File: config.mk
export PLATFORM = sky130hd
export DESIGN_NAME = fpu_mul
export DESIGN_NICKNAME = d
export VERILOG_FILES = /design/src/fpu_mul_pkg.sv /design/src/fpm_stage_if.sv /design/src/fpm_unpack.sv /design/src/fpm_fract_mul.sv /design/src/pri_encoder.sv /design/src/fpm_normalize.sv /design/src/fpm_round_pack.sv /design/src/fpu_mul.sv
export VERILOG_INCLUDE_DIRS = /design/src
export SDC_FILE = /design/constraint.sdc
export NUM_CORES = 2
export LEC_CHECK = 0
export ABC_CLOCK_PERIOD_IN_PS = 12630
export BUFFER_PORTS_ARGS = -buffer_cell sky130_fd_sc_hd__buf_2
export CAP_MARGIN = 30
export CORE_UTILIZATION = 45
export CTS_CLUSTER_SIZE = 14
export DETAILED_ROUTE_END_ITERATION = 12
export GPL_ROUTABILITY_DRIVEN = 1
export SYNTH_ARGS = -nofsm -noshare
export SYNTH_HDL_FRONTEND = slang
export SYNTH_HIERARCHICAL = 1
export SYNTH_SLANG_ARGS = --single-unit
File: constraint.sdc
create_clock -name clk -period 12.63 [get_ports clk]
set_input_delay 2.526 -clock clk [delete_from_list [all_inputs] [get_ports clk]]
set_output_delay 2.526 -clock clk [all_outputs]
set_load 0.05 [all_outputs]
File: src/fpu_mul_defines.svh
`ifndef FPU_MUL_DEFINES_SVH
`define FPU_MUL_DEFINES_SVH

`define FPM_EXP_BIAS 127            // Binary32 exponent bias.
`define FPM_WORD_W   32
`define FPM_SIG_W    24             // Significand with hidden bit.
`define FPM_EXP_W    10             // Signed working exponent.
`define FPM_PROD_W   48             // Full fraction product.
`define FPM_LDZ_W    6

`define FPM_QNAN     32'h7FC00000   // Canonical quiet NaN.

`endif

File: src/fpu_mul_pkg.sv
`include "fpu_mul_defines.svh"

package fpu_mul_pkg;

	// ------------------------------------------------------------
	// Datapath vectors
	// ------------------------------------------------------------
	typedef logic [`FPM_WORD_W-1:0] fp32_t;

	typedef logic [`FPM_SIG_W-1:0] fpm_sig_t;

	// Binary point sits below bit 46.
	typedef logic [`FPM_PROD_W-1:0] fpm_prod_t;

	// Biased, but allowed to go negative or above 255 before packing.
	typedef logic signed [`FPM_EXP_W-1:0] fpm_exp_t;

	typedef logic [`FPM_LDZ_W-1:0] fpm_ldz_t;   // Leading zeros plus one.

	// ------------------------------------------------------------
	// Operand and result class
	// ------------------------------------------------------------
	typedef enum logic [1:0]
	{
		FPM_NUM,
		FPM_ZERO,
		FPM_INF,
		FPM_NAN
	} fpm_class_e;

endpackage

File: src/fpm_stage_if.sv
`timescale 1ns/1ns

interface fpm_stage_if;
	import fpu_mul_pkg::*;

	logic       valid;         // Item strobe, no handshake.
	logic       sign;
	fpm_exp_t   exp;
	fpm_prod_t  prod;          // Stage 1 packs both significands here.
	fpm_class_e cls;

	modport src
	(
		output valid,
		output sign,
		output exp,
		output prod,
		output cls
	);

	modport dst
	(
		input valid,
		input sign,
		input exp,
		input prod,
		input cls
	);

endinterface

File: src/fpm_unpack.sv
`timescale 1ns/1ns
`include "fpu_mul_defines.svh"

module fpm_unpack
(
	input  logic               clk,
	input  logic               rst,
	input  logic               in_valid,
	input  fpu_mul_pkg::fp32_t a,
	input  fpu_mul_pkg::fp32_t b,
	fpm_stage_if.src           out
);
	import fpu_mul_pkg::*;

	logic [7:0]  exp_a;
	logic [7:0]  exp_b;
	logic [7:0]  eff_a;
	logic [7:0]  eff_b;
	logic        nan_a, inf_a, zero_a;
	logic        nan_b, inf_b, zero_b;
	fpm_sig_t    sig_a;
	fpm_sig_t    sig_b;
	fpm_exp_t    exp_sum;
	fpm_class_e  cls_d;

	assign exp_a = a[30:23];
	assign exp_b = b[30:23];

	// Denormals use an effective exponent of 1 and no hidden bit.
	assign eff_a = (exp_a == 8'd0) ? 8'd1 : exp_a;
	assign eff_b = (exp_b == 8'd0) ? 8'd1 : exp_b;
	assign sig_a = {(exp_a != 8'd0), a[22:0]};
	assign sig_b = {(exp_b != 8'd0), b[22:0]};

	assign exp_sum = fpm_exp_t'({2'b00, eff_a}) + fpm_exp_t'({2'b00, eff_b})
		- fpm_exp_t'(`FPM_EXP_BIAS);

	assign nan_a  = (exp_a == 8'hFF) && (a[22:0] != 23'd0);
	assign inf_a  = (exp_a == 8'hFF) && (a[22:0] == 23'd0);
	assign zero_a = (exp_a == 8'h00) && (a[22:0] == 23'd0);
	assign nan_b  = (exp_b == 8'hFF) && (b[22:0] != 23'd0);
	assign inf_b  = (exp_b == 8'hFF) && (b[22:0] == 23'd0);
	assign zero_b = (exp_b == 8'h00) && (b[22:0] == 23'd0);

	always_comb
	begin
		if (nan_a || nan_b || (inf_a && zero_b) || (inf_b && zero_a))
			cls_d = FPM_NAN;
		else if (inf_a || inf_b)
			cls_d = FPM_INF;
		else if (zero_a || zero_b)
			cls_d = FPM_ZERO;
		else
			cls_d = FPM_NUM;
	end

	always_ff @(posedge clk)
	begin
		if (rst)
			out.valid <= 1'b0;
		else
			out.valid <= in_valid;
		out.sign <= a[31] ^ b[31];
		out.exp  <= exp_sum;
		out.prod <= {sig_a, sig_b};
		out.cls  <= cls_d;
	end

endmodule

File: src/fpm_fract_mul.sv
`timescale 1ns/1ns

module fpm_fract_mul
(
	input  logic     clk,
	input  logic     rst,
	fpm_stage_if.dst in,
	fpm_stage_if.src out
);
	import fpu_mul_pkg::*;

	fpm_sig_t  sig_a;
	fpm_sig_t  sig_b;
	fpm_prod_t prod;

	// Significands arrive side by side in the upper and lower halves.
	assign sig_a = in.prod[47:24];
	assign sig_b = in.prod[23:0];

	assign prod = fpm_prod_t'(sig_a) * fpm_prod_t'(sig_b);   // Two integer bits above bit 46.

	always_ff @(posedge clk)
	begin
		if (rst)
			out.valid <= 1'b0;
		else
			out.valid <= in.valid;
		out.sign <= in.sign;
		out.exp  <= in.exp;
		out.prod <= prod;
		out.cls  <= in.cls;
	end

endmodule

File: src/pri_encoder.sv
`timescale 1ns/1ns
`include "fpu_mul_defines.svh"

module pri_encoder
(
	input  fpu_mul_pkg::fpm_prod_t fract_in,
	output fpu_mul_pkg::fpm_ldz_t  fi_ldz
);
	import fpu_mul_pkg::*;

	// Position of the first one counted from bit 47, starting at 1.
	// An all-zero word reports the full width.
	always_comb
	begin
		logic found;

		found  = 1'b0;
		fi_ldz = fpm_ldz_t'(`FPM_PROD_W);
		for (int i = `FPM_PROD_W - 1; i >= 0; i--)
		begin
			if (!found && fract_in[i])
			begin
				found  = 1'b1;
				fi_ldz = fpm_ldz_t'(`FPM_PROD_W - i);
			end
		end
	end

endmodule

File: src/fpm_normalize.sv
`timescale 1ns/1ns

module fpm_normalize
(
	input  logic     clk,
	input  logic     rst,
	fpm_stage_if.dst in,
	fpm_stage_if.src out
);
	import fpu_mul_pkg::*;

	fpm_ldz_t  fi_ldz;
	fpm_ldz_t  shift;
	fpm_prod_t prod_norm;
	fpm_exp_t  exp_norm;

	pri_encoder pri_encoder_i
	(
		.fract_in (in.prod),
		.fi_ldz   (fi_ldz)
	);

	// ------------------------------------------------------------
	// Leading one to bit 47
	// ------------------------------------------------------------
	assign shift     = fi_ldz - fpm_ldz_t'(1);
	assign prod_norm = in.prod << shift;

	// One at bit 47 means the product was in [2,4).
	assign exp_norm = in.exp + fpm_exp_t'(2) - fpm_exp_t'({4'b0000, fi_ldz});

	always_ff @(posedge clk)
	begin
		if (rst)
			out.valid <= 1'b0;
		else
			out.valid <= in.valid;
		out.sign <= in.sign;
		out.exp  <= exp_norm;
		out.prod <= prod_norm;
		out.cls  <= in.cls;
	end

endmodule

File: src/fpm_round_pack.sv
`timescale 1ns/1ns
`include "fpu_mul_defines.svh"

module fpm_round_pack
(
	input  logic               clk,
	input  logic               rst,
	fpm_stage_if.dst           in,
	output logic               out_valid,
	output fpu_mul_pkg::fp32_t result
);
	import fpu_mul_pkg::*;

	fp32_t signed_zero;
	fp32_t signed_inf;
	fp32_t packed_num;
	fp32_t result_d;

	assign signed_zero = {in.sign, 31'd0};
	assign signed_inf  = {in.sign, 8'hFF, 23'd0};

	// Truncation, bits below 24 are dropped.
	assign packed_num = {in.sign, in.exp[7:0], in.prod[46:24]};

	always_comb
	begin
		case (in.cls)
			FPM_NAN:
				result_d = `FPM_QNAN;
			FPM_INF:
				result_d = signed_inf;
			FPM_ZERO:
				result_d = signed_zero;
			default:
			begin
				if (in.exp <= fpm_exp_t'(0))
					result_d = signed_zero;              // Flush, no denormal output.
				else if (in.exp >= fpm_exp_t'(255))
					result_d = signed_inf;
				else
					result_d = packed_num;
			end
		endcase
	end

	always_ff @(posedge clk)
	begin
		if (rst)
			out_valid <= 1'b0;
		else
			out_valid <= in.valid;
		result <= result_d;
	end

endmodule

File: src/fpu_mul.sv
`timescale 1ns/1ns

module fpu_mul
(
	input  logic               clk,
	input  logic               rst,
	input  logic               in_valid,
	input  fpu_mul_pkg::fp32_t a,
	input  fpu_mul_pkg::fp32_t b,
	output logic               out_valid,
	output fpu_mul_pkg::fp32_t result
);

	fpm_stage_if s1 ();    // Unpack to multiply.
	fpm_stage_if s2 ();    // Multiply to normalize.
	fpm_stage_if s3 ();    // Normalize to pack.

	fpm_unpack fpm_unpack_i
	(
		.clk      (clk),
		.rst      (rst),
		.in_valid (in_valid),
		.a        (a),
		.b        (b),
		.out      (s1.src)
	);

	fpm_fract_mul fpm_fract_mul_i
	(
		.clk (clk),
		.rst (rst),
		.in  (s1.dst),
		.out (s2.src)
	);

	fpm_normalize fpm_normalize_i
	(
		.clk (clk),
		.rst (rst),
		.in  (s2.dst),
		.out (s3.src)
	);

	fpm_round_pack fpm_round_pack_i
	(
		.clk       (clk),
		.rst       (rst),
		.in        (s3.dst),
		.out_valid (out_valid),
		.result    (result)
	);

endmodule

==> impl_metrics.json <==
{
  "worst_r2r_path_depth": 24,
  "grt_overflow_total": 0,
  "die_w_microns": 251,
  "period_share_pct": 59.7,
  "status": "finished, final reports clean",
  "totalWireLength_mm": 69.7,
  "syn_nets": 3802,
  "most-common-layout-cells": "inv_1 (584), fa_1 (484), nand2_1 (401)",
  "worstPathArrival_ps": 7880,
  "reg2reg_slack_ps": 5090,
  "antenna_cells": 0,
  "criticalPathCategory": "reg -> reg",
  "post-cts-setup-buffers": 0,
  "die_height_microns": 251,
  "r2r_start": "fpm_unpack_i/out.prod[3]",
  "seq_area_sq_mm": 0.00388,
  "pin_count": 100,
  "fmax_ghz": 0.133,
  "grt_pass1_vias": 22600,
  "yosys_warnings": 6,
  "r2r-end": "fpm_fract_mul_i/out.prod[37]",
  "gp_congestion": 0.887,
  "cts_sinks": 194,
  "drc_errors": 0,
  "row_count": 90,
  "worst_slew_pin_slew_ps": 1130,
  "viasPerCell": 5.32,
  "period_minus_slack_ps": 7540,
  "endpoint_kind": "register",
  "syn_area_sq_mm": 0.0278,
  "numCtsBuffers": 17,
  "vias": 20400,
  "grt_max_degree": 52,
  "wl_per_cell_microns": 18.2,
  "layout_commonest_cell": "inv_1",
  "fin_skew_ps": 25.2,
  "fillers": 5758,
  "worstSkewPairLatency_ps": 490,
  "crit_fanout": 24,
  "crit_end": "fpm_fract_mul_i/out.prod[37]",
  "cts_root_buf": "clkbuf_16",
  "cts_tree": "built",
  "cts.repair.resized": 0,
  "cp-start-kind": "register",
  "syn_to_final_growth_pct": 6.81,
  "multi_input_area_sq_mm": 0.0211,
  "drive_gt1_share_pct": 8.84,
  "port_buffers": 99,
  "htree_levels": 4,
  "nets": 3797,
  "hpwl_mm": 56.8,
  "critPathRequiredTime_ps": 12980,
  "setup_tns_ps": 0,
  "drt-pass1-iter-count": 6,
  "avgSynthCellArea_sq_um": 9.14,
  "start_util_pct": 45.9,
  "fp.coreArea_sq_mm": 0.0607,
  "cap_violations": 0,
  "drt_iter0_markers": 1123,
  "antenna_found_initial": 1,
  "die-area_sq_mm": 0.0629,
  "post_synth_inst_count": 3047,
  "finalHoldViolations": 0,
  "relSlewSlack_pct": 24.3,
  "startpoint": "fpm_unpack_i/out.prod[3]",
  "grt_use_total_pct": 23.8,
  "grt_pass1_wl_mm": 118,
  "finalMaxSlewViolations": 0,
  "clockBufferDepth": 2,
  "hp-class": "reg -> reg",
  "antenna_left": 0,
  "rsz0062_at_grt": "false",
  "finalSetupViolCount": 0,
  "clk_pin_slew_worst_paths_ps": 100,
  "hold_buffers": 0
}
-- worst max-delay path, cell delays in order, from the launching register on --
cell       delay, ps
dfxtp_1          940
nand2_1          190
fa_1             580
inv_1             50
fa_1             480
inv_1             60
fa_1             530
inv_1             60
fa_1             510
inv_1             60
fa_1             540
inv_1             50
fa_1             480
inv_1             50
fa_1             470
inv_1             50
ha_1             370
a21oi_2          230
o21ai_1          140
a2111oi_0        490
o311ai_1         300
a31o_1           280
a21oi_1          210
o21ai_1          110
xor2_1           170
-- worst min-delay path by stage --
stage	depth (start not counted)	start	slack, ps	to
final	0	fpm_unpack_i/out.cls[1]	330	fpm_fract_mul_i/out.cls[1]
after global routing	0	fpm_unpack_i/out.exp[7]	330	fpm_fract_mul_i/out.exp[7]
after global placement	0	fpm_unpack_i/out.sign	310	fpm_fract_mul_i/out.sign
after detailed placement	0	fpm_unpack_i/out.cls[1]	310	fpm_fract_mul_i/out.cls[1]
after floorplan	0	fpm_unpack_i/out.cls[0]	310	fpm_fract_mul_i/out.cls[0]
after CTS	0	fpm_unpack_i/out.cls[1]	330	fpm_fract_mul_i/out.cls[1]
-- flip-flops by register name, summed over array words and instances (netlist names) --
signal                      count
fpm_fract_mul_i/out.exp        10
fpm_unpack_i/out.sign           1
fpm_normalize_i/out.prod       23
fpm_normalize_i/out.exp        10
fpm_unpack_i/out.cls            2
fpm_normalize_i/out.valid       1
fpm_fract_mul_i/out.prod       48
fpm_normalize_i/out.sign        1
fpm_round_pack_i/out_valid      1
fpm_round_pack_i/result        32
fpm_fract_mul_i/out.valid       1
fpm_unpack_i/out.prod          48
fpm_unpack_i/out.valid          1
fpm_unpack_i/out.exp           10
fpm_fract_mul_i/out.cls         2
fpm_normalize_i/out.cls         2
fpm_fract_mul_i/out.sign        1
-- final cells by class --
| cell class | count | area share (%) |
|---|---|---|
| clock buffer | 17 | 1.43 |
| clock inverter | 15 | 0.703 |
| inverter | 585 | 7.38 |
| multi-input combinational | 2102 | 70.9 |
| sequential | 194 | 13.1 |
| tap | 782 | 3.29 |
| timing repair buffer | 142 | 3.26 |
-- metrics by stage --
stage	setup slack, ps	hold slack (ps)	area, sq um	util, %	cells
final	5090	329	29700	49.0	3837
after global routing	4600	333	29700	49.0	3837
after CTS	5120	330	29700	48.9	3833
after detailed placement	5200	312	29000	47.8	3801
after global placement	5380	311	28900	47.6	3794
after floorplan	6120	310	27800	-	3047
-- layer usage --
layer | wire (microns) | up-vias | GRT usage (%)
li1 | - | 9404 | -
met1 | 30100 | 10400 | 30.7
met2 | 34200 | 507 | 40.8
met3 | 3170 | 119 | 3.10
met4 | 2180 | 0 | 8.34
met5 | 0 | - | 0
Power is not shown: default switching activity piles up to over one toggle a cycle in this logic, so the estimate is an artifact.
